File: src/mandel_pkg.sv
package mandel_pkg;

	//////////////////////////////////////////////////////////////////////
	// Fixed-point formats and sizes
	//////////////////////////////////////////////////////////////////////

	localparam int FRAC_BITS = 23;
	localparam int ROW_MAX = 64;

	// Signed 4.23, used for c and z
	typedef logic signed [26:0] fix_t;
	// Unsigned 9.23 for squares and their sum
	typedef logic [31:0] mag_t;
	typedef logic [9:0] iter_t;
	// RGB332, red in the top three bits
	typedef logic [7:0] color_t;
	// Pixels per row command, 1 to ROW_MAX
	typedef logic [$clog2(ROW_MAX+1)-1:0] len_t;

	// Iteration limit and escape bound (4.0)
	localparam iter_t MAX_ITER = 10'd1000;
	localparam mag_t ESCAPE_MAG = 32'h0200_0000;
	// Real step per pixel, roughly 3/640
	localparam fix_t STEP_RE = 27'sd39321;

	// Buffer depths and initial credits
	localparam int CMD_DEPTH = 2;
	localparam int OUT_DEPTH = 2;
	localparam int PIX_CREDITS = 4;

	//////////////////////////////////////////////////////////////////////
	// Threshold palette
	//////////////////////////////////////////////////////////////////////

	// Entry k applies from MAX_ITER >> k upward, entry 0 is the set itself
	localparam int PAL_BANDS = 8;
	localparam color_t PAL_COLOR [0:PAL_BANDS] = '{
		8'b000_000_00, 8'b011_001_00, 8'b011_001_00,
		8'b101_010_01, 8'b011_001_01, 8'b001_001_01,
		8'b011_010_10, 8'b010_100_10, 8'b010_100_10
	};
	// Counts below the last band
	localparam color_t PAL_DEFAULT = 8'b010_100_10;

	// Scanner and iterator states
	typedef enum logic {SCAN_IDLE, SCAN_ISSUE} scan_state_t;
	typedef enum logic [1:0] {ITER_IDLE, ITER_CALC, ITER_HOLD} iter_state_t;

endpackage

File: src/palette_out.sv
`timescale 1ns/1ps

module palette_out import mandel_pkg::*; (
	input  logic clk,
	input  logic rst,
	input  logic res_valid,
	input  iter_t res_iter,
	output logic res_ready,
	input  logic pix_credit,
	output logic pix_valid,
	output iter_t pix_iter,
	output color_t pix_color
);

	typedef logic [$clog2(PIX_CREDITS+1)-1:0] credit_t;

	// Result buffer
	iter_t out_buf [OUT_DEPTH];
	logic [$clog2(OUT_DEPTH)-1:0] wr_ptr;
	logic [$clog2(OUT_DEPTH)-1:0] rd_ptr;
	logic [$clog2(OUT_DEPTH+1)-1:0] out_count;
	// Sink credits on hand
	credit_t credits;

	assign res_ready = out_count < OUT_DEPTH;
	// Head leaves only with a credit
	assign pix_valid = (out_count != '0) && (credits != '0);
	assign pix_iter = out_buf[rd_ptr];

	//////////////////////////////////////////////////////////////////////
	// Threshold palette
	//////////////////////////////////////////////////////////////////////

	// Narrower bands first, higher thresholds override
	always_comb begin
		pix_color = PAL_DEFAULT;
		for (int k = PAL_BANDS; k >= 1; k--) begin
			if (pix_iter >= (MAX_ITER >> k))
				pix_color = PAL_COLOR[k];
		end
		// Points that never escaped
		if (pix_iter >= MAX_ITER)
			pix_color = PAL_COLOR[0];
	end

	// Buffer pointers, fill count and credits
	always_ff @(posedge clk or posedge rst) begin
		if (rst) begin
			wr_ptr <= '0;
			rd_ptr <= '0;
			out_count <= '0;
			credits <= credit_t'(PIX_CREDITS);
		end else begin
			if (res_valid)
				wr_ptr <= (wr_ptr == OUT_DEPTH - 1) ? '0 : wr_ptr + 1'b1;
			if (pix_valid)
				rd_ptr <= (rd_ptr == OUT_DEPTH - 1) ? '0 : rd_ptr + 1'b1;
			case ({res_valid, pix_valid})
				2'b10: out_count <= out_count + 1'b1;
				2'b01: out_count <= out_count - 1'b1;
				default: out_count <= out_count;
			endcase
			// Returned credit and spent credit may cancel
			case ({pix_credit, pix_valid})
				2'b10: credits <= credits + 1'b1;
				2'b01: credits <= credits - 1'b1;
				default: credits <= credits;
			endcase
		end
	end

	// Count storage
	always_ff @(posedge clk) begin
		if (res_valid)
			out_buf[wr_ptr] <= res_iter;
	end

endmodule

File: config.mk
export PLATFORM = sky130hd
export DESIGN_NAME = palette_out
export DESIGN_NICKNAME = d
export VERILOG_FILES = /design/src/mandel_pkg.sv /design/src/palette_out.sv
export SDC_FILE = /design/constraint.sdc
export NUM_CORES = 1
export LEC_CHECK = 0
export BUFFER_PORTS_ARGS = -buffer_cell sky130_fd_sc_hd__buf_2
export CORE_UTILIZATION = 40
export CTS_CLUSTER_DIAMETER = 150
export DETAILED_ROUTE_END_ITERATION = 12
export PLACE_DENSITY = 0.62
export SYNTH_ARGS = -nofsm -noshare
export SYNTH_HDL_FRONTEND = slang
export SYNTH_SLANG_ARGS = --single-unit
File: constraint.sdc
create_clock -name clk -period 3.2 [get_ports clk]
set_clock_uncertainty 0.2 [all_clocks]
set_input_delay 0.32 -clock clk [delete_from_list [all_inputs] [get_ports clk]]
set_output_delay 0.32 -clock clk [all_outputs]
set_load 0.005 [all_outputs]
# Word-level counts from Yosys, hierarchy flattened
# Memories as Yosys holds them, arrays and structs flattened.
# Cells that the tools add are included.
[totals]
reg_bits = 7
latch_bits = 0
mem_bits_rw = 20
romBits = 0
inputBits = 14
out_inout_bits = 20
wordCells = 41
n_memories = 1
[classes]
addsub = 6
n_mul = 0
n_div = 0
magnitude_cmp = 8
n_eq_ne = 4
shifts = 0
mux = 13
n_bitwise = 0
reduce_logical = 5
[mem_list]
columns = ["name", "depth", "word_bits", "read_ports", "rd_clocked_by_memory_dff", "wr", "line", "source"]
rows = [
  ["out_buf", 2, 10, 1, 0, 1, "palette_out.sv:18", "iter_t out_buf [OUT_DEPTH];"],
]
[op_table]
columns = ["operator", "count"]
rows = [
  ["$mux 8", 6],
  ["$ge 10x10->1 const B", 1],
  ["$ge 10x4->1 const B", 1],
  ["$ge 10x5->1 const B", 1],
  ["$ge 10x6->1 const B", 1],
  ["$ge 10x7->1 const B", 1],
  ["$ge 10x8->1 const B", 1],
  ["$ge 10x9->1 const B", 1],
  ["$mux 6", 1],
  ["$pmux 3 s2", 1],
  ["$reduce_bool 2->1", 3],
  ["$eq 2x1->1 const B", 2],
  ["$eq 2x2->1 const B", 2],
  ["$mux 1", 4],
  ["$pmux 2 s2", 1],
  ["$add 3x1->3 const B", 1],
  ["$reduce_bool 3->1", 1],
  ["$sub 3x1->3 const B", 1],
  ["$add 1x1->1 const B", 2],
  ["$add 2x1->2 const B", 1],
  ["$lt 2x2->1 const B", 1],
  ["$sub 2x1->2 const B", 1],
  ["$logic_and 1x1->1", 1],
]

# Logic depth before layout (Yosys ltp)
# Gate-level depths: netlist of run 1.
# An unclocked memory read counts as a cell.
[logic_depth]
word_depth = 9
mapped_depth = 7
mapped_depth_nobuf = 7

# Worst setup path before layout of run 1
# No wires, ideal clock.
[synth_timing]
path_type = "register -> output"
from = "register rd_ptr"
to = "output pix_color[3]"
arrival_ns = 1.605
required_time_ns = 2.680
path_slack_ns = 1.075
path_stages_with_launch = 7
path_buffers = 2
path_cell_list = "dfrtp_1 -> buf_6 -> buf_12 -> nor4_4 -> a21oi_2 -> or3b_4 -> a211oi_2"
[synth_between]
elab_chain_cells = 9
elab_cells_between_ends = 15
cone_classes = "order compare: 7; mux: 7; memory: 1"
[synth_lines]
columns = ["element", "line", "source"]
rows = [
  ["start, declared", "palette_out.sv:20", "logic [$clog2(OUT_DEPTH)-1:0] rd_ptr;"],
  ["start signal, assigned", "palette_out.sv:57", "rd_ptr <= (rd_ptr == OUT_DEPTH - 1) ? '0 : rd_ptr + 1'b1;"],
  ["$mem_v2 2x10 (*)", "n/a", ""],
  ["$ge 10x4->1", "palette_out.sv:38", "if (pix_iter >= (MAX_ITER >> k))"],
  ["$mux 6", "palette_out.sv:38", ""],
  ["$mux 8 (5 in a row)", "palette_out.sv:38", ""],
  ["$mux 8 (*)", "palette_out.sv:42", "if (pix_iter >= MAX_ITER)"],
  ["end, declared", "palette_out.sv:12", "output color_t pix_color"],
]
# Mark *: on every way between the ends. The rest lies on a longest branch, timed or not.

# Worst setup path after layout of run 1
# Same ends and word-level chain as after synthesis.

==> flow_summary.json, run 1 <==
{
  "path_clk_slew_ns": 0.08,
  "tns_ns": 0,
  "syn_inst": 107,
  "grt_remaining_overflow": 0,
  "clkLatencyLatePin_ns": 0.26,
  "num_vias": 939,
  "hp-class": "in -> reg",
  "leakage_nw": 0.7078,
  "final_common_cell": "buf_2",
  "drc_errors": 0,
  "setup_violations": 0,
  "fill_cells": 313,
  "drt-initial-drc-count": 32,
  "initial_core_util_pct": 42.75,
  "fin_crit_sh_pct": 90.27,
  "core_mm2": 0.003442,
  "synth_area_mm2": 0.001471,
  "final_cell_mix": "buf_2, edfxtp_1, inv_1, nor2_1, dfrtp_1",
  "fin_crit_ns": 2.889,
  "synth_nets": 124,
  "max_freq_mhz": 346.2,
  "synthAdderAreaFrac_pct": 3.061,
  "crit_path_end_kind": "output port",
  "worstSetupPathType": "reg -> out",
  "die-area_mm2": 0.003925,
  "cts_tree": "yes",
  "nNetsFinal": 161,
  "synth-seq-area-share_pct": 52.81,
  "io_pins": 34,
  "drive_above_1_share_pct": 38.46,
  "grt_pass1_vias": 985,
  "die-height_um": 62.65,
  "arrival_ns": 2.37,
  "synth_top_family_by_area": "simple AND/OR/NAND/NOR gates",
  "synth_simple_gate_area_share_pct": 13.01,
  "required_ns": 2.68,
  "ir_drop_uv": 483.0,
  "syn_avg_cell_area_um2": 13.75,
  "numCtsBuffers": 3,
  "critPathMaxFanout": 13,
  "final_hold_viol_count": 0,
  "track_usage_pct": 14.28,
  "hold_ws_ns": 0.04535,
  "slew_headroom_pct": 41.76,
  "worstMarginPinSlew_ns": 0.8704,
  "gp_congestion": 0.8151,
  "root_buffer": "clkbuf_8",
  "grt_max_degree": 15,
  "num_rows": 21,
  "drtAntennaViolNets": 0,
  "cts_resized": 0,
  "grt_antenna_before_repair": 0,
  "async_flop_share_pct": 25.93,
  "wl_per_cell_um": 13.29,
  "yosys.area_share.xor_xnor_pct": 4.762,
  "drv_slew": 0,
  "grt_pass1_wl_um": 4374,
  "ys_ff_latch": 27,
  "ys_warn_count": 0,
  "firstDrtPassIters": 4,
  "synth_cell_types": 42,
  "synth-compound-area-share_pct": 11.31,
  "die_x_um": 62.65,
  "numPortBuffers": 33,
  "viasPerCell": 4.968,
  "cp-start-kind": "register",
  "status": "finished, final reports clean",
  "muxShareOfSynthArea_pct": 8.503,
  "synth_flop_cell": "edfxtp_1",
  "cts_htree_levels": 1,
  "areaGrowthSynthToFinish_pct": 15.90,
  "rsz0062_at_grt": "no",
  "diodes": 0,
  "cap_violations": 0,
  "pwr_density_cell_mw_per_mm2": 840.9,
  "clkSinkCount": 27,
  "wl_um": 2512,
  "synth_edf_count": 20,
  "clk_path_buf_depth": 2,
  "dp_hpwl_um": 2014
}
-- state kept, by name, indices dropped and copies added (netlist names) --
name / flops
credits: 3
rd_ptr: 1
out_count: 2
wr_ptr: 1
out_buf: 20
-- cells in the mapped netlist (2+ instances only) --
master    number  area [um^2]
o21ai_0        2        10.01
buf_12         2        40.04
dfrtp_1        6        150.1
mux2_4         2        30.03
nand3b_4       2        40.04
o32a_1         2        20.02
a211oi_2       2        25.02
edfxtp_1      20        600.6
a211oi_1       2        15.01
xnor2_1        4        35.03
inv_1         11        41.29
nor2_1         7        26.28
mux2_2         4        45.04
xor2_1         4        35.03
a21oi_1        2        10.01
ha_1           2        25.02
mux2i_1        5        50.05
nor3_1         3        15.01
nand3_1        2        10.01
-- power by group --
group          switching [mW]  total [mW]  leakage (nW)  internal (mW)
sequential              0.102       0.597         0.268          0.495
clock                  0.0909       0.180        0.0228         0.0887
combinational           0.330       0.657         0.417          0.328
-- worst max-delay path, cell delays in order (launching register included) --
cell      delay, ns
dfrtp_1        0.74
buf_4          0.31
mux2_4         0.34
nor3_1         0.25
o32ai_1        0.18
a211oi_2       0.17
buf_2          0.14
-- cells by family (layout without fill, tap and decap cells) --
kind of cell | count (synthesis) | in the layout
AO/OA/AOI/OAI | 20 | 20
XOR/XNOR | 8 | 8
adder cells (fa/ha/maj) | 3 | 3
buffers and inverters | 15 | 51
flip-flops | 27 | 27
multiplexers | 11 | 11
AND/OR/NAND/NOR | 23 | 23
-- layout make-up --
type / instances / area, um^2 / area share, %
Sequential cell: 27 / 777.0 / 45.56
Multi-Input combinational cell: 65 / 598.1 / 35.07
Timing Repair Buffer: 35 / 182.7 / 10.71
Tap cell: 46 / 57.56 / 3.375
Clock buffer: 4 / 45.04 / 2.641
Inverter: 12 / 45.04 / 2.641
-- layer usage --
layer	vias to the layer above	share of wire (%)	global-route usage, %
met2	22	47	23.51
met4	0	0.76	5.233
met3	2	3.6	2.190
met5	-	0	0
li1	475	-	-
met1	440	48	19.00
-- timing repair --
item	4_1_cts	5_1_grt
buffers inserted	0	0
endpoints found under the hold margin	6	0
hold buffers	1	0
-- path summary, 6_finish.rpt --
path	from	endpoint	slack, ns	depth (start not counted)
max in group asynchronous	rst	credits[2]	2.22	3
worst min register to register	wr_ptr	wr_ptr	0.29	1
min in group asynchronous	rst	credits[0]	0.32	3
worst min-delay path	res_iter[1]	out_buf[1][1]	0.05	1
worst max-delay path	rd_ptr	pix_color[3]	0.31	6
worst max register to register	credits[2]	credits[2]	1.05	7
-- metrics by stage --
stage	area [um^2]	total power, mW	std cells	utilization, %	setup WS [ns]
3_3_place_gp	1650	1.246	184	47.95	0.6713
3_5_place_dp	1650	1.264	184	47.95	0.6203
6_report	1705	1.434	189	49.55	0.3114
4_1_cts	1705	1.448	189	49.55	0.3075
5_1_grt	1705	1.547	189	49.55	0.1202
2_1_floorplan	1471	1.123	107	-	1.075
Note: power is estimated with default switching activity, not from simulation.
==> run 2: changes to the inputs <==
- CORE_UTILIZATION: 40 -> 57
- PLACE_DENSITY: 0.62 -> 0.84
==> flow_summary.json, run 2 (synthesis gave the netlist of run 1 again) <==
{
  "dp_hpwl_um": 1960,
  "holdBufCountCts": 12,
  "switching_share_pct": 38.13,
  "wl_per_cell_um": 14.99,
  "status": "finished, final reports clean",
  "pwr_density_cell_mw_per_mm2": 798.3,
  "rr_worst_depth": 7,
  "cp-start-kind": "register",
  "worstSetupPathType": "reg -> out",
  "numCtsBuffers": 3,
  "setup_violations": 0,
  "path_clk_slew_ns": 0.14,
  "clk_path_buf_depth": 2,
  "cts_resized": 0,
  "worstMarginPinSlew_ns": 0.8601,
  "rrSetupSlack_ns": 0.99,
  "hp-class": "in -> async",
  "required_ns": 2.68,
  "critPathMaxFanout": 15,
  "clkLatencyLatePin_ns": 0.31,
  "grt_max_degree": 17,
  "cts_setup_buffers": 0,
  "r2r_start": "credits[2]",
  "ir_drop_uv": 665.1,
  "final_common_cell": "buf_2",
  "num_vias": 1026,
  "grt_pass1_wl_um": 4491,
  "drv_slew": 0,
  "final_cell_mix": "buf_2, edfxtp_1, dlygate4sd3_1, inv_1, nor2_1",
  "arrival_ns": 2.48,
  "clockPowerShare_pct": 9.9,
  "drtAntennaViolNets": 0,
  "cts_tree": "yes",
  "grt_antenna_before_repair": 0,
  "p_int_uw": 879.4,
  "wl_um": 2758,
  "die-height_um": 52.81,
  "cap_violations": 0,
  "viasPerCell": 5.576,
  "p_seq_share_pct": 42.5,
  "drive_above_1_share_pct": 36.36,
  "num_rows": 18,
  "die-area_mm2": 0.002788,
  "fin_crit_ns": 3.000,
  "switching_power_uw": 542.0,
  "r2r_end": "credits[2]",
  "crit_end": "pix_color[3]",
  "critPathLaunch": "rd_ptr",
  "slew_headroom_pct": 42.45,
  "drc_errors": 0,
  "numPortBuffers": 33,
  "cts_htree_levels": 1,
  "die_x_um": 52.81,
  "rsz0062_at_grt": "no",
  "final_hold_viol_count": 0,
  "crit_path_end_kind": "output port",
  "areaGrowthSynthToFinish_pct": 21.00,
  "top_register": "out_buf",
  "io_pins": 34,
  "nNetsFinal": 172,
  "hold_ws_ns": 0.2630,
  "drt-initial-drc-count": 27,
  "fin_crit_sh_pct": 93.75,
  "fill_cells": 173,
  "top_regs": "out_buf x20, credits x3, out_count x2",
  "leakage_nw": 0.7449,
  "core_mm2": 0.002455,
  "track_usage_pct": 22.77,
  "diodes": 0,
  "comb_power_share_pct": 47.6,
  "initial_core_util_pct": 59.94,
  "tns_ns": 0,
  "firstDrtPassIters": 4,
  "gp_congestion": 0.8399,
  "grt_pass1_vias": 971,
  "root_buffer": "clkbuf_4",
  "max_freq_mhz": 333.3,
  "grt_remaining_overflow": 0,
  "clkSinkCount": 27,
  "largest_reg_flops": 20
}
[run 2: cell count changes in the layout (fill, tap and decap cells not counted)]
| cell | delta |
|---|---|
| clkinvlp_4 | +1 |
| dlygate4sd3_1 | +11 |
| clkbuf_1 | -1 |
| clkbuf_4 | +3 |
| clkbuf_8 | -3 |
[run 2: power groups by stage]
stage / clock network [mW] / registers [mW] / logic (mW)
after detailed placement: 0 / 0.609 / 0.654
after floorplan: 0 / 0.555 / 0.568
after global routing: 0.158 / 0.620 / 0.753
after CTS: 0.144 / 0.601 / 0.673
after global placement: 0 / 0.602 / 0.631
final: 0.141 / 0.604 / 0.676
[run 2: how the worst min path moves through the flow]
stage	startpoint	endpoint	slack, ns	cells after the start
2_1_floorplan	rst	credits[0]	-0.08	1
4_1_cts	rst	wr_ptr	0.25	3
6_report	rst	out_count[1]	0.26	3
3_3_place_gp	rst	wr_ptr	0.05	2
5_1_grt	pix_credit	credits[0]	0.27	4
3_5_place_dp	rst	wr_ptr	0.06	2
[run 2: worst max-delay path: stages, from the launching register on]
cell      delay [ns]
dfrtp_1         0.78
mux2i_1         0.45
a2111o_1        0.18
or3b_4          0.40
a211oi_2        0.21
buf_2           0.14
[run 2: through the flow]
stage	instance area (um^2)	util [%]	setup slack [ns]	total power [mW]	std cells
2_1_floorplan	1471	-	1.075	1.123	107
3_3_place_gp	1630	66.41	0.6550	1.232	168
3_5_place_dp	1630	66.41	0.5716	1.263	168
4_1_cts	1780	72.53	0.2092	1.418	184
5_1_grt	1780	72.53	0.01896	1.531	184
6_report	1780	72.53	0.2001	1.421	184
[run 2: layer usage]
layer  vias up  track usage (%)  wire length [um]
met2        34            37.76              1427
met5         -                0                 0
met4         0            8.333                46
met1       490            29.83              1164
li1        496                -                 -
met3         6            3.768               120
[run 2: area by class of cell]
cell class / instances / area, um^2 / area share, %
Timing Repair Buffer: 46 / 292.8 / 16.44
Tap cell: 30 / 37.54 / 2.108
Sequential cell: 27 / 777.0 / 43.64
Clock inverter: 1 / 7.507 / 0.4216
Inverter: 12 / 45.04 / 2.530
Clock buffer: 3 / 22.52 / 1.265
Multi-Input combinational cell: 65 / 598.1 / 33.59
==> run 3: changes to the inputs <==
- PLACE_DENSITY: 0.84 -> 0.95
==> flow_summary.json, run 3 (synthesis gave the netlist of run 1 again) <==
{
  "status": "finished, final reports clean",
  "fin_crit_ns": 2.983,
  "setup_violations": 0,
  "grt_remaining_overflow": 0,
  "num_rows": 18,
  "met1_usage_pct": 28.27,
  "crit_end": "pix_color[3]",
  "root_buffer": "clkbuf_4",
  "numPortBuffers": 33,
  "met2_usage_pct": 39.03,
  "critPathLaunch": "rd_ptr",
  "slew_headroom_pct": 42.73,
  "final_common_cell": "buf_2",
  "drv_slew": 0,
  "initial_core_util_pct": 59.94,
  "wl_per_cell_um": 15.96,
  "hp-class": "in -> reg",
  "largest_reg_flops": 20,
  "grt_pass1_vias": 961,
  "r2r_end": "credits[2]",
  "clkLatencyLatePin_ns": 0.30,
  "worstSetupPathType": "reg -> out",
  "die_x_um": 52.81,
  "top_regs": "out_buf x20, credits x3, out_count x2",
  "numCtsBuffers": 3,
  "fill_cells": 172,
  "leakage_nw": 0.7418,
  "crit_path_end_kind": "output port",
  "critPathMaxFanout": 12,
  "drc_errors": 0,
  "placed_cells": 168,
  "gp_congestion": 0.8792,
  "io_pins": 34,
  "pwr_density_cell_mw_per_mm2": 805.2,
  "rrSetupSlack_ns": 0.99,
  "cts_resized": 0,
  "fin_ws_ns": 0.2174,
  "placed_cell_area_mm2": 0.001630,
  "diodes": 0,
  "final_hold_viol_count": 0,
  "cp-start-kind": "register",
  "core_mm2": 0.002455,
  "cts_tree": "yes",
  "clkSinkCount": 27,
  "layout.cells.non_filler": 183,
  "areaGrowthSynthToFinish_pct": 20.07,
  "grt_max_degree": 15,
  "dp_hpwl_um": 2173,
  "arrival_ns": 2.46,
  "wl_um": 2920,
  "totalPowerFinal_mw": 1.423,
  "r2r_start": "credits[2]",
  "grt-busiest-layer": "met2",
  "cap_violations": 0,
  "required_ns": 2.68,
  "worstMarginPinSlew_ns": 0.8559,
  "firstDrtPassIters": 4,
  "num_vias": 1019,
  "ir_drop_uv": 636.7,
  "max_freq_mhz": 335.3,
  "grt_pass1_wl_um": 4367,
  "cts_setup_buffers": 0,
  "tns_ns": 0,
  "use_met3_pct": 2.609,
  "fin_crit_sh_pct": 93.21,
  "drt-initial-drc-count": 18,
  "rsz0062_at_grt": "no",
  "nNetsFinal": 171,
  "track_usage_pct": 21.84,
  "die-area_mm2": 0.002788,
  "top_register": "out_buf",
  "path_clk_slew_ns": 0.13,
  "final_cell_mix": "buf_2, edfxtp_1, inv_1, dlygate4sd3_1, nor2_1",
  "stdcell_area_mm2": 0.001767,
  "clk_path_buf_depth": 2,
  "pre_cts_ws_ns": 0.5755,
  "rr_worst_depth": 7,
  "viasPerCell": 5.568,
  "grt_antenna_before_repair": 0,
  "drive_above_1_share_pct": 35.95,
  "drtAntennaViolNets": 0,
  "cts_htree_levels": 1,
  "die-height_um": 52.81
}
run 3: report_power, final:
part | internal [mW] | leakage [nW] | total, mW | switching, mW
Sequential | 0.494 | 0.268 | 0.601 | 0.106
Clock | 0.0486 | 0.0150 | 0.137 | 0.0889
Combinational | 0.337 | 0.459 | 0.684 | 0.347
run 3: area by class of cell:
cell class | count | area, um^2 | area share [%]
timing repair buffer | 45 | 282.8 | 16.01
sequential | 27 | 777.0 | 43.98
tap | 30 | 37.54 | 2.125
inverter | 12 | 45.04 | 2.550
multi-input combinational | 65 | 598.1 | 33.85
clock buffer | 4 | 26.28 | 1.487
run 3: repair_timing:
action	in CTS	in global routing
hold endpoints to repair	17	10
hold buffers	6	5
endpoints found under the setup margin	0	0
run 3: stage by stage:
step           hold WS, ns  utilization [%]
6_report           0.01066            71.97
5_1_grt            0.02512            71.97
4_1_cts           0.001607            69.93
3_5_place_dp       0.06434            66.41
3_3_place_gp       0.05582            66.41
2_1_floorplan     -0.07733                -
run 3: worst max-delay path, stage by stage (launching register included):
cell      delay, ns
dfrtp_1        0.74
buf_4          0.30
mux2_4         0.34
nor3_1         0.26
o32ai_1        0.19
a211oi_2       0.18
buf_2          0.14
run 3: how the worst min path moves through the flow:
stage	from	endpoint	cells past startpoint
2_1_floorplan	rst	credits[0]	1
3_3_place_gp	rst	wr_ptr	2
5_1_grt	res_valid	wr_ptr	2
4_1_cts	res_iter[5]	out_buf[0][5]	1
6_report	res_valid	wr_ptr	2
3_5_place_dp	rst	wr_ptr	2
run 3: layer usage:
metal | vias to the layer above | part of all wire, %
li1 | 489 | -
met1 | 492 | 42
met2 | 34 | 53
met3 | 4 | 3.6
met4 | 0 | 1.2
met5 | - | 0
