## config.mk

```make
export PLATFORM = sky130hd
export DESIGN_NAME = row_scanner
export DESIGN_NICKNAME = d
export VERILOG_FILES = /design/src/mandel_pkg.sv /design/src/row_scanner.sv
export SDC_FILE = /design/constraint.sdc
export NUM_CORES = 1
export LEC_CHECK = 0
export BUFFER_PORTS_ARGS = -buffer_cell sky130_fd_sc_hd__buf_4
export CAP_MARGIN = 20
export CORE_MARGIN = 2
export CORE_UTILIZATION = 55
export DETAILED_ROUTE_END_ITERATION = 10
export PLACE_DENSITY = 0.76
export SYNTH_ARGS = -nofsm -noshare
export SYNTH_HDL_FRONTEND = slang
export SYNTH_SLANG_ARGS = --single-unit
```

## constraint.sdc

```tcl
create_clock -name clk -period 4.4 [get_ports clk]
set_input_delay 0.44 -clock clk [delete_from_list [all_inputs] [get_ports clk]]
set_output_delay 0.44 -clock clk [all_outputs]
set_load 0.01 [all_outputs]
```

## src/mandel_pkg.sv

```systemverilog
package mandel_pkg;

	//////////////////////////////////////////////////////////////////////
	// Fixed-point formats and sizes
	//////////////////////////////////////////////////////////////////////

	localparam int FRAC_BITS = 23;
	localparam int ROW_MAX = 64;

	// Signed 4.23, used for c and z
	typedef logic signed [26:0] fix_t;
	// Unsigned 9.23 for squares and their sum
	typedef logic [31:0] mag_t;
	typedef logic [9:0] iter_t;
	// RGB332, red in the top three bits
	typedef logic [7:0] color_t;
	// Pixels per row command, 1 to ROW_MAX
	typedef logic [$clog2(ROW_MAX+1)-1:0] len_t;

	// Iteration limit and escape bound (4.0)
	localparam iter_t MAX_ITER = 10'd1000;
	localparam mag_t ESCAPE_MAG = 32'h0200_0000;
	// Real step per pixel, roughly 3/640
	localparam fix_t STEP_RE = 27'sd39321;

	// Buffer depths and initial credits
	localparam int CMD_DEPTH = 2;
	localparam int OUT_DEPTH = 2;
	localparam int PIX_CREDITS = 4;

	//////////////////////////////////////////////////////////////////////
	// Threshold palette
	//////////////////////////////////////////////////////////////////////

	// Entry k applies from MAX_ITER >> k upward, entry 0 is the set itself
	localparam int PAL_BANDS = 8;
	localparam color_t PAL_COLOR [0:PAL_BANDS] = '{
		8'b000_000_00, 8'b011_001_00, 8'b011_001_00,
		8'b101_010_01, 8'b011_001_01, 8'b001_001_01,
		8'b011_010_10, 8'b010_100_10, 8'b010_100_10
	};
	// Counts below the last band
	localparam color_t PAL_DEFAULT = 8'b010_100_10;

	// Scanner and iterator states
	typedef enum logic {SCAN_IDLE, SCAN_ISSUE} scan_state_t;
	typedef enum logic [1:0] {ITER_IDLE, ITER_CALC, ITER_HOLD} iter_state_t;

endpackage

```

## src/row_scanner.sv

```systemverilog
`timescale 1ns/1ps

module row_scanner import mandel_pkg::*; (
	input  logic clk,
	input  logic rst,
	input  logic cmd_valid,
	input  fix_t cmd_re,
	input  fix_t cmd_im,
	input  len_t cmd_len,
	output logic cmd_credit,
	input  logic iter_ready,
	output logic pt_valid,
	output fix_t pt_re,
	output fix_t pt_im
);

	// Command buffer, one slot per source credit
	fix_t buf_re [CMD_DEPTH];
	fix_t buf_im [CMD_DEPTH];
	len_t buf_len [CMD_DEPTH];
	logic [$clog2(CMD_DEPTH)-1:0] wr_ptr;
	logic [$clog2(CMD_DEPTH)-1:0] rd_ptr;
	logic [$clog2(CMD_DEPTH+1)-1:0] cmd_count;

	// Row being scanned
	scan_state_t state;
	fix_t cur_re;
	fix_t cur_im;
	len_t remain;
	// Head command moves into the scan registers
	logic load;

	assign load = (state == SCAN_IDLE) && (cmd_count != '0);

	// One point per free iterator
	assign pt_valid = (state == SCAN_ISSUE) && iter_ready;
	assign pt_re = cur_re;
	assign pt_im = cur_im;
	// Credit goes back with the last pixel of the row
	assign cmd_credit = pt_valid && (remain == len_t'(1));

	//////////////////////////////////////////////////////////////////////
	// Buffer pointers and fill count
	//////////////////////////////////////////////////////////////////////

	always_ff @(posedge clk or posedge rst) begin
		if (rst) begin
			wr_ptr <= '0;
			rd_ptr <= '0;
			cmd_count <= '0;
		end else begin
			if (cmd_valid)
				wr_ptr <= (wr_ptr == CMD_DEPTH - 1) ? '0 : wr_ptr + 1'b1;
			if (load)
				rd_ptr <= (rd_ptr == CMD_DEPTH - 1) ? '0 : rd_ptr + 1'b1;
			case ({cmd_valid, load})
				2'b10: cmd_count <= cmd_count + 1'b1;
				2'b01: cmd_count <= cmd_count - 1'b1;
				default: cmd_count <= cmd_count;
			endcase
		end
	end

	// Scan FSM and pixel countdown
	always_ff @(posedge clk or posedge rst) begin
		if (rst) begin
			state <= SCAN_IDLE;
			remain <= '0;
		end else begin
			case (state)
				SCAN_IDLE: begin
					if (load) begin
						state <= SCAN_ISSUE;
						remain <= buf_len[rd_ptr];
					end
				end
				SCAN_ISSUE: begin
					if (pt_valid) begin
						remain <= remain - 1'b1;
						if (remain == len_t'(1))
							state <= SCAN_IDLE;
					end
				end
				default: state <= SCAN_IDLE;
			endcase
		end
	end

	// Buffer storage and point registers
	always_ff @(posedge clk) begin
		if (cmd_valid) begin
			buf_re[wr_ptr] <= cmd_re;
			buf_im[wr_ptr] <= cmd_im;
			buf_len[wr_ptr] <= cmd_len;
		end
		// Step along the real axis after each issued point
		if (load) begin
			cur_re <= buf_re[rd_ptr];
			cur_im <= buf_im[rd_ptr];
		end else if (pt_valid) begin
			cur_re <= cur_re + STEP_RE;
		end
	end

endmodule
```

# After elaboration in Yosys (flattened, before gate mapping)
# Memory sizes are Yosys's and may differ from the RTL's. A register that Yosys moved wholly into a read port is not among the register bits.
# Cells that the tools add are included.
# W data, S select, Z words.
[op_classes] add_sub_neg=6 multipliers=0 n_div=0 magnitude_cmp=0 n_eq_ne=5 shift=0 mux=14 n_bitwise=1 n_reduce_logical=7
[op_table] op="$mux W27" count=2
[op_table] op="$add A27 B17 Y27 const B" count=1
[op_table] op="$mux W7" count=2
[op_table] op="$pmux W7 S2" count=1
[op_table] op="$eq A7 B1 Y1 const B" count=1
[op_table] op="$mux W1" count=7
[op_table] op="$sub A7 B1 Y7 const B" count=1
[op_table] op="$reduce_bool A2 Y1" count=3
[op_table] op="$ne A2 B2 Y1 const B" count=2
[op_table] op="$pmux W2 S2" count=1
[op_table] op="$logic_and A1 B1 Y1" count=3
[op_table] op="$add A1 B1 Y1 const B" count=2
[op_table] op="$add A2 B1 Y2 const B" count=1
[op_table] op="$eq A2 B1 Y1 const B" count=1
[op_table] op="$eq A2 B2 Y1 const B" count=1
[op_table] op="$pmux W1 S2" count=1
[op_table] op="$reduce_and A2 Y1" count=1
[op_table] op="$sub A2 B1 Y2 const B" count=1
[op_table] op="$not A1 Y1" count=1
[word_totals] regBits=39 latch_bits=0 ram_bits=122 rom_bits=0 in_bits=65 output_inout_bits=56 word_cells=42 memories=3
[mem_list] memory="buf_im" depth=2 word_bits=27 read_ports=1 rd_ports_with_merged_regs=1 write_ports=1 line_no="row_scanner.sv:19" source="fix_t buf_im [CMD_DEPTH];"
[mem_list] memory="buf_re" depth=2 word_bits=27 read_ports=1 rd_ports_with_merged_regs=0 write_ports=1 line_no="row_scanner.sv:18" source="fix_t buf_re [CMD_DEPTH];"
[mem_list] memory="buf_len" depth=2 word_bits=7 read_ports=1 rd_ports_with_merged_regs=0 write_ports=1 line_no="row_scanner.sv:20" source="len_t buf_len [CMD_DEPTH];"

# Depth between registers and ports, before layout
# Gate-level depths: netlist of the first run.
[logic_depth] depth_word=4 ltp_mapped=8

# Worst setup path after synthesis of the first run
# No wires, ideal clock.
[synth_timing] kind="in2reg" startpoint="input port cmd_valid" endpoint="memory buf_im[0][0] (netlist bit) (enable)" arrival_ps=3058 required_time_ps=3918 path_slack_ps=861 stages=2 path_buffers=0 path_cell_list="inv_1 > nor2_1"
[synth_between] elab_chain_len=2
[synth_lines] item="start: declaration" line_no="row_scanner.sv:6" source="input logic cmd_valid,"
[synth_lines] item="$mux W1" line_no="row_scanner.sv:91" source="if (cmd_valid) begin"
[synth_lines] item="$mux W1 (implied by the code)" line_no="row_scanner.sv:93" source="buf_im[wr_ptr] <= cmd_im;"
[synth_lines] item="end: declaration" line_no="row_scanner.sv:19"
# Every way passes these cells.

# Final worst setup path of the first run
[layout_timing] startpoint="register state" endpoint="register cur_re[24], in the netlist pt_re[24] (data pin)"
[layout_between] elab_chain_len=3
[layout_lines] item="start: declaration" line_no="row_scanner.sv:26" source="scan_state_t state;"
[layout_lines] item="start signal: assignment" line_no="row_scanner.sv:67" source="state <= SCAN_IDLE;"
[layout_lines] item="start signal: assignment" line_no="row_scanner.sv:73" source="state <= SCAN_ISSUE;"
[layout_lines] item="start signal: assignment" line_no="row_scanner.sv:81" source="state <= SCAN_IDLE;"
[layout_lines] item="$not A1 Y1"
[layout_lines] item="$logic_and A1 B1 Y1" line_no="row_scanner.sv:33" source="assign load = (state == SCAN_IDLE) && (cmd_count != '0);"
[layout_lines] item="$mux W27" line_no="row_scanner.sv:97" source="if (load) begin"
[layout_lines] item="end signal: assignment" line_no="row_scanner.sv:98" source="cur_re <= buf_re[rd_ptr];"
[layout_lines] item="end signal: assignment" line_no="row_scanner.sv:101" source="cur_re <= cur_re + STEP_RE;"
[layout_lines] item="end: declaration" line_no="row_scanner.sv:27" source="fix_t cur_re;"
# Every way passes these cells.
# A chain may end at the register's enable or synchronous reset.

==> impl_metrics.yaml, run 1 <==
critical_path:
  worstSetupEndpointType: "flop"
  crit_type: "reg2reg"
  worst-r2r-cell-count: 7
  r2r-start: "state$_DFF_PP0_"
  crit_path_cell_trace: "inv_1, o21ai_2, buf_4, inv_2, buf_4, or4_1, o211ai_1"
  crit_arrival_ps: 3020
  cp.required_ps: 4670
  r2r_end: "pt_re[24]$_DFFE_PP_"
  r2r_slack_ps: 1650
  slowest_stage: "dfrtp_1"
  crit_family: "buffers and inverters"
  max_stage_delay_ps: 580
  start_kind: "flop"
  crit_path_max_fanout: 43
  crit_buf_inv: 4
  crit_top_cell: "buf_4"
clocking:
  cts_root_buf: "clkbuf_16"
  clk_latency_ps: 430
  clk_pin_slew_ps: 70
  post_cts_buffers: 0
  cts_resized: 0
  cts_sinks: 188
  h-tree-depth: 4
  cts_inserted_buffers: 17
  cts_tree: "done"
  ctsHoldBuffers: 0
  clockBufferDepth: 2
drt:
  num_vias: 4417
  remaining_drc_errors: 0
  ant_nets: 0
  drt-pass1-iter-count: 5
  detail_route.wl_per_cell_um: 18.5
  vias_per_cell: 5.68
  wl_mm: 14.4
  drt-initial-drc-count: 464
logic_synthesis:
  yosys_warnings: 0
  synth_ff_type: "edfxtp_1"
  synth.top_cell.area_share_pct: 70.2
  syn-cell-area_mm2: 0.00753
  avgSynthCellArea_um2: 16.3
  synth_edf_count: 176
  ys_ff_latch: 188
  synth.distinct_cells: 54
  syn_nets: 530
  postSynthCellCount: 461
  ys_seq_area_share_pct: 74.2
  synth.area.top_cells: "edfxtp_1 70%, mux2_2 4.5%, dfrtp_1 4.0%, mux2i_1 2.1%, a21oi_1 1.8%"
  async_flop_share_pct: 6.38
  synth_largest_area_cell: "edfxtp_1"
timing:
  setup_violations: 0
  hold_viol_final: 0
  worst_pin_slew_ps: 1020
  fin_worst_skew_ps: 7.52
  fin_ws_ps: 1650
  setup_tns_ps: 0
  fmax_ghz: 0.364
  maxSlewViolCount: 0
  grt_setup_unrepaired: "no"
  slew_headroom_pct: 31.9
  layout_min_cycle_time_ps: 2750
  fin_crit_sh_pct: 62.4
floorplanning:
  core_area_mm2: 0.0133
  io_pins: 121
  fp-row-count: 42
  start_util_pct: 56.6
  dieArea_mm2: 0.0146
  die_w_um: 121
  die_h_um: 121
global_route:
  grt.overflow.total: 0
  grtUsageMet2_pct: 34.4
  grt_pass1_wl_mm: 22.7
  globalRouteTotalUtil_pct: 20.6
  top_usage_layer: "met2"
  antenna_found_initial: 0
  grtUsageMet1_pct: 25.7
  grt_max_degree: 78
  met3_usage_pct: 6.53
  grt_pass1_vias: 4546
power:
  p_leak_nw: 3.37
  ir_drop_v: 0.000455
  powerDensity_mw_per_mm2: 716
run_status:
  status: "finished clean"
min_path:
  hold_path.class: "in2async"
placement:
  gp_congestion: 0.827
  place_inst: 746
  pre_cts_ws_ps: 1680
  placed_area_mm2: 0.00861
  port_buffers: 120
  hpwl_mm: 9.21
finish:
  final_common_cell: "edfxtp_1"
  area_growth_syn_to_layout_pct: 22.4
  final_nets: 658
  drive_above_1_share_pct: 33.2
  diodes: 0
  nFillCells: 897
  fin_cells: 778
  mostFrequentLayoutCells: "176 x edfxtp_1, 124 x buf_4, 30 x mux2_2"
  design_area_mm2: 0.00921
job:
  cap_violations: 0
==> synth_stat cells, types with 3 or more instances <==
cell type	number
a21oi_1	27
nand2_1	21
nor3_1	3
clkbuf_1	7
edfxtp_1	176
xor2_1	13
mux2_2	30
mux2i_1	16
o22ai_1	3
nand4_1	3
o21ai_0	17
o211ai_1	4
nor2_1	18
nand3_1	6
a31oi_1	6
o2111ai_1	3
xnor2_1	9
or3_1	3
nor2b_1	17
a211oi_1	17
inv_1	8
ha_1	4
dfrtp_1	12
buf_1	4
==> kinds of logic after synthesis <==
family,Yosys count,share of synthesized area [%]
AND/OR/NAND/NOR,83,5.65
AO/OA/AOI/OAI,93,8.68
XOR/XNOR,22,2.56
flip-flops,188,74.2
buffers and inverters,25,1.63
adder cells (fa/ha/maj),4,0.665
multiplexers,46,6.62
==> worst max path at each step <==
stage / from / to / cells past startpoint / slack [ps]
floorplan: cmd_valid / buf_im[0][0]$_DFFE_PP_ / 2 / 860
global placement: state$_DFF_PP0_ / pt_re[24]$_DFFE_PP_ / 7 / 1810
detailed placement: state$_DFF_PP0_ / pt_re[24]$_DFFE_PP_ / 7 / 1680
CTS: state$_DFF_PP0_ / remain[5]$_DFFE_PP0P_ / 8 / 1650
global route: state$_DFF_PP0_ / remain[6]$_DFFE_PP0P_ / 8 / 1340
finish: state$_DFF_PP0_ / pt_re[24]$_DFFE_PP_ / 7 / 1650
==> worst register-to-register path, delay by kind of cell (launching register included) <==
kind | cells | cell delay [ps]
simple gates | 1 | 550
flops | 1 | 580
buf+inv | 4 | 1260
compound gates | 2 | 210
==> layer usage <==
metal	part of all wire (%)	vias to the layer above	wire length, um
met3	5.6	20	805
met2	52	137	7440
li1	-	2054	-
met5	0	-	0
met1	41	2206	5900
met4	1.6	0	236
==> cell type report <==
| class | instances | area, um^2 | share of cell area [%] |
|---|---|---|---|
| Clock buffer | 18 | 429 | 4.66 |
| Clock inverter | 14 | 179 | 1.94 |
| Inverter | 10 | 37.5 | 0.407 |
| Multi-Input combinational cell | 248 | 1830 | 19.8 |
| Sequential cell | 188 | 5590 | 60.7 |
| Tap cell | 176 | 220 | 2.39 |
| Timing Repair Buffer | 124 | 931 | 10.1 |
==> stage by stage <==
step / util [%] / hold slack, ps / power [mW]
2_1_floorplan: - / 305 / 4.36
3_3_place_gp: 64.7 / 478 / 4.98
3_5_place_dp: 64.7 / 487 / 5.08
4_1_cts: 69.3 / 24.1 / 6.65
5_1_grt: 69.3 / 59.4 / 6.97
6_report: 69.3 / 27.7 / 6.60
==> sequential cells by signal, summed over array words and instances (netlist names), 2 cells and up <==
register and cells:
buf_im 54, buf_re 54, pt_im 27, pt_re 27
buf_len 14, remain 7, cmd_count 2
==> report_power, final <==
group	total [mW]	internal, mW	switching, mW
combinational	1.91	0.881	1.03
clock	1.55	0.861	0.687
sequential	3.14	2.65	0.498
total	6.60	4.39	2.21
(Power assumes the default switching activity.)
==> run 2: changes to the inputs <==
clock period = 2.8 ns   (was 4.4 ns; I/O delays follow)
==> impl_metrics.yaml, run 2 (synthesized netlist as in run 1, its figures left out) <==
run_status:
  status: "finished clean"
placement:
  pre_cts_ws_ps: 451
  place_inst: 750
  hpwl_mm: 8.89
  port_buffers: 120
  placed_area_mm2: 0.00866
  gp_congestion: 0.829
critical_path:
  crit_path_max_fanout: 5
  crit_arrival_ps: 2540
  crit_path_cell_trace: "ha_1, a211oi_2, o21ai_0, a311oi_1, or3_1, a31oi_1"
  startpoint: "pt_re[0]$_DFFE_PP_"
  crit_type: "reg2reg"
  r2r_slack_ps: 410
  crit_family: "compound AO/OA/AOI/OAI gates"
  cp.required_ps: 2950
  start_kind: "flop"
  max_stage_delay_ps: 500
  crit_buf_inv: 0
  r2r_end: "pt_re[14]$_DFFE_PP_"
  worst-r2r-cell-count: 6
  r2r-start: "pt_re[0]$_DFFE_PP_"
  slowest_stage: "edfxtp_1"
  worstSetupEndpointType: "flop"
min_path:
  worstHoldStart: "cmd_re[13]"
  hold_end: "buf_re[0][13]$_DFFE_PP_"
  hold_depth: 1
  hold_path.class: "in2reg"
drt:
  wl_met1_mm: 5.65
  detail_route.wl_per_cell_um: 18.0
  num_vias: 4340
  drt-initial-drc-count: 374
  top_layer_used: "met4"
  drt-pass1-iter-count: 4
  wl_mm: 14.1
  remaining_drc_errors: 0
  ant_nets: 0
  vias_per_cell: 5.54
  route.met2.wl_mm: 7.31
  wl_met3_um: 874
finish:
  design_area_mm2: 0.00929
  drive_above_1_share_pct: 33.4
  area_growth_syn_to_layout_pct: 23.5
  final_nets: 663
  largest_registers: "buf_im x54, buf_re x54"
  mostFrequentLayoutCells: "176 x edfxtp_1, 126 x buf_4, 30 x mux2_2"
  nFillCells: 898
  fin_cells: 783
  utilization_pct: 69.9
  diodes: 0
  final_common_cell: "edfxtp_1"
timing:
  grt_setup_unrepaired: "no"
  fin_worst_skew_ps: 8.56
  hold_viol_final: 0
  setup_violations: 0
  layout_min_cycle_time_ps: 2390
  slew_headroom_pct: 51.8
  maxSlewViolCount: 0
  fmax_ghz: 0.418
  worst_pin_slew_ps: 723
  setup_tns_ps: 0
  fin_ws_ps: 408
  fin_crit_sh_pct: 85.4
job:
  cap_violations: 0
global_route:
  globalRouteTotalUtil_pct: 20.4
  grt_pass1_vias: 4471
  grt_pass1_wl_mm: 22.3
  antenna_found_initial: 0
  grt.overflow.total: 0
  grt_max_degree: 62
floorplanning:
  fp-row-count: 42
  dieArea_mm2: 0.0146
  core_area_mm2: 0.0133
  die_w_um: 121
  start_util_pct: 56.6
  die_h_um: 121
  io_pins: 121
power:
  p_leak_nw: 3.41
  ir_drop_v: 0.000635
  powerDensity_mw_per_mm2: 1130
clocking:
  cts_root_buf: "clkbuf_16"
  cts_inserted_buffers: 17
  h-tree-depth: 4
  cts_sinks: 188
  cts_tree: "done"
  clk_pin_slew_ps: 70
  cts_resized: 0
  clockBufferDepth: 2
  clk_latency_ps: 430
==> run 2: area by class of cell <==
cell class	count	area [um^2]	area share, %
Clock inverter	14	193	2.07
Tap cell	176	220	2.37
Inverter	10	37.5	0.404
Sequential cell	188	5590	60.1
Multi-Input combinational cell	248	1830	19.7
Clock buffer	18	429	4.62
Timing Repair Buffer	129	996	10.7
==> run 2: power by group <==
| group | internal (mW) | leakage [nW] | switching (mW) | total, mW |
|---|---|---|---|---|
| Clock | 1.50 | 0.299 | 1.01 | 2.50 |
| Combinational | 1.43 | 1.32 | 1.68 | 3.11 |
| Sequential | 4.16 | 1.79 | 0.711 | 4.87 |
| Total | 7.08 | 3.41 | 3.40 | 10.5 |
==> run 2: routing by layer <==
| metal | up-vias | global-route usage (%) |
|---|---|---|
| li1 | 2059 | - |
| met1 | 2132 | 25.1 |
| met2 | 122 | 34.6 |
| met3 | 27 | 5.45 |
| met4 | 0 | 7.78 |
| met5 | - | 0 |
==> run 2: worst max path at each step <==
stage | to | depth (start not counted)
detailed placement | pt_re[14]$_DFFE_PP_ | 6
finish | pt_re[14]$_DFFE_PP_ | 6
global route | pt_re[14]$_DFFE_PP_ | 6
global placement | pt_re[14]$_DFFE_PP_ | 6
floorplan | cmd_count[1]$_DFFE_PP0P_ | 7
CTS | pt_re[14]$_DFFE_PP_ | 6
==> run 2: worst register-to-register path, cell delays in order (launching register included) <==
cell and delay (ps):
edfxtp_1 500, ha_1 310, a211oi_2 440, o21ai_0 220, a311oi_1 420, or3_1 160, a31oi_1 80
==> run 2: per-stage QoR <==
stage	hold slack (ps)	power, mW
3_3_place_gp	326	7.88
2_1_floorplan	145	6.84
3_5_place_dp	324	8.00
5_1_grt	21.2	11.0
6_report	32.5	10.5
4_1_cts	17.5	10.5
==> run 2: repair_timing <==
action,4_1_cts,5_1_grt
hold endpoints to repair,12,0
setup buffers,0,0
setup endpoints to repair,0,0
hold buffers,1,0
==> run 3: changes to the inputs <==
PLACE_DENSITY = 0.75   (was 0.76)
==> impl_metrics.yaml, run 3 (synthesized netlist as in run 1, its figures left out) <==
drt:
  vias_per_cell: 5.63
  drt-initial-drc-count: 389
  drt-pass1-iter-count: 5
  wl_mm: 14.1
  num_vias: 4402
  detail_route.wl_per_cell_um: 18.0
  ant_nets: 0
  remaining_drc_errors: 0
finish:
  diodes: 0
  area_growth_syn_to_layout_pct: 22.9
  final_common_cell: "edfxtp_1"
  drive_above_1_share_pct: 32.8
  fin_cells: 782
  mostFrequentLayoutCells: "176 x edfxtp_1, 126 x buf_4, 30 x mux2_2"
  largest_registers: "buf_im x54, buf_re x54"
  nFillCells: 924
  final_nets: 663
global_route:
  grt_max_degree: 48
  grt_pass1_wl_mm: 22.1
  met3_usage_pct: 6.48
  grtUsageMet2_pct: 34.3
  grtUsageMet1_pct: 23.9
  globalRouteTotalUtil_pct: 20.1
  grt_pass1_vias: 4408
  top_usage_layer: "met2"
  antenna_found_initial: 0
  grt.overflow.total: 0
power:
  pwr-share-clk_pct: 22.8
  p_switching_mw: 3.37
  p_leak_nw: 3.39
  powerDensity_mw_per_mm2: 1120
  switching_share_pct: 32.6
  ir_drop_v: 0.000581
  comb_power_share_pct: 31.0
  pwr-share-seq_pct: 46.2
  intPower_mw: 6.99
job:
  cap_violations: 0
placement:
  gp_congestion: 0.823
  port_buffers: 120
  place_inst: 750
  hpwl_mm: 9.15
  pre_cts_ws_ps: 320
timing:
  grt_setup_unrepaired: "no"
  fin_ws_ps: 302
  fin_worst_skew_ps: 8.07
  fin_crit_sh_pct: 89.2
  fmax_ghz: 0.400
  setup_violations: 0
  slew_headroom_pct: 53.0
  setup_tns_ps: 0
  hold_viol_final: 0
  worst_pin_slew_ps: 704
  layout_min_cycle_time_ps: 2500
  maxSlewViolCount: 0
critical_path:
  cp.required_ps: 2950
  crit_type: "reg2reg"
  slowest_stage: "a311oi_1"
  r2r-start: "pt_re[0]$_DFFE_PP_"
  crit_path_max_fanout: 5
  crit_buf_inv: 0
  crit_arrival_ps: 2640
  r2r_end: "pt_re[14]$_DFFE_PP_"
  max_stage_delay_ps: 500
  crit_path_cell_trace: "ha_1, a211oi_2, o21ai_0, a311oi_1, or3_1, a31oi_1"
  worst-r2r-cell-count: 6
  r2r_slack_ps: 300
  start_kind: "flop"
  crit_family: "compound AO/OA/AOI/OAI gates"
  worstSetupEndpointType: "flop"
clocking:
  cts_root_buf: "clkbuf_16"
  h-tree-depth: 4
  cts_inserted_buffers: 17
  clk_pin_slew_ps: 70
  cts_sinks: 188
  clk_latency_ps: 420
  clockBufferDepth: 2
  cts_tree: "done"
  post_cts_buffers: 0
floorplanning:
  fp-row-count: 42
  start_util_pct: 56.6
  die_h_um: 121
  io_pins: 121
  die_w_um: 121
  dieArea_mm2: 0.0146
  core_area_mm2: 0.0133
min_path:
  worstHoldStart: "cmd_re[14]"
  hold_path.class: "in2reg"
  hold_end: "buf_re[1][14]$_DFFE_PP_"
  hold_depth: 1
run_status:
  status: "finished clean"
[run 3: cell count changes in the layout (fill, tap and decap cells not counted)]
cell,change
clkinv_4,-2
clkinvlp_4,-1
clkinv_1,+2
clkbuf_1,+1
bufinv_16,-1
[run 3: how the worst max path moves through the flow]
stage | from | endpoint | slack, ps | cells after the start
CTS | pt_re[0]$_DFFE_PP_ | pt_re[14]$_DFFE_PP_ | 310 | 6
detailed placement | pt_re[0]$_DFFE_PP_ | pt_re[14]$_DFFE_PP_ | 320 | 6
finish | pt_re[0]$_DFFE_PP_ | pt_re[14]$_DFFE_PP_ | 300 | 6
floorplan | state$_DFF_PP0_ | cmd_count[1]$_DFFE_PP0P_ | 250 | 7
global placement | pt_re[0]$_DFFE_PP_ | pt_re[14]$_DFFE_PP_ | 530 | 6
global route | pt_re[0]$_DFFE_PP_ | pt_re[14]$_DFFE_PP_ | 130 | 6
[run 3: worst reg2reg max path, cell delays in order (launching register included)]
cell	delay, ps
edfxtp_1	490
ha_1	300
a211oi_2	450
o21ai_0	230
a311oi_1	500
or3_1	180
a31oi_1	80
[run 3: per-stage QoR]
step	hold slack (ps)	area (um^2)	power (mW)	utilization [%]
global route	27.7	9250	10.9	69.6
CTS	26.8	9250	10.4	69.6
global placement	323	8660	7.91	65.1
finish	44.7	9250	10.4	69.6
detailed placement	330	8660	8.04	65.1
floorplan	145	7530	6.84	-
[run 3: final cells by class]
cell class	count	area, um^2	area share (%)
Tap cell	176	220	2.38
Timing Repair Buffer	129	996	10.8
Sequential cell	188	5590	60.4
Inverter	10	37.5	0.406
Clock inverter	12	145	1.57
Multi-Input combinational cell	248	1830	19.8
Clock buffer	19	433	4.68
[run 3: repair_timing]
| action | in CTS | in global routing |
|---|---|---|
| hold buffers | 1 | 0 |
| resized for setup | 0 | 0 |
| endpoints found under the hold margin | 12 | 0 |
[run 3: routing by layer]
layer / up-vias / wire (um) / share of wire, %
li1: 2055 / - / -
met1: 2190 / 5630 / 40
met2: 140 / 7290 / 52
met3: 17 / 988 / 7.0
met4: 0 / 182 / 1.3
met5: - / 0 / 0
[run 3: power by group through the flow]
stage,clock (mW),combinational (mW),sequential [mW]
2_1_floorplan,0,2.07,4.77
3_3_place_gp,0,3.12,4.79
3_5_place_dp,0,3.21,4.83
4_1_cts,2.40,3.24,4.78
5_1_grt,2.50,3.54,4.88
6_report,2.36,3.22,4.79
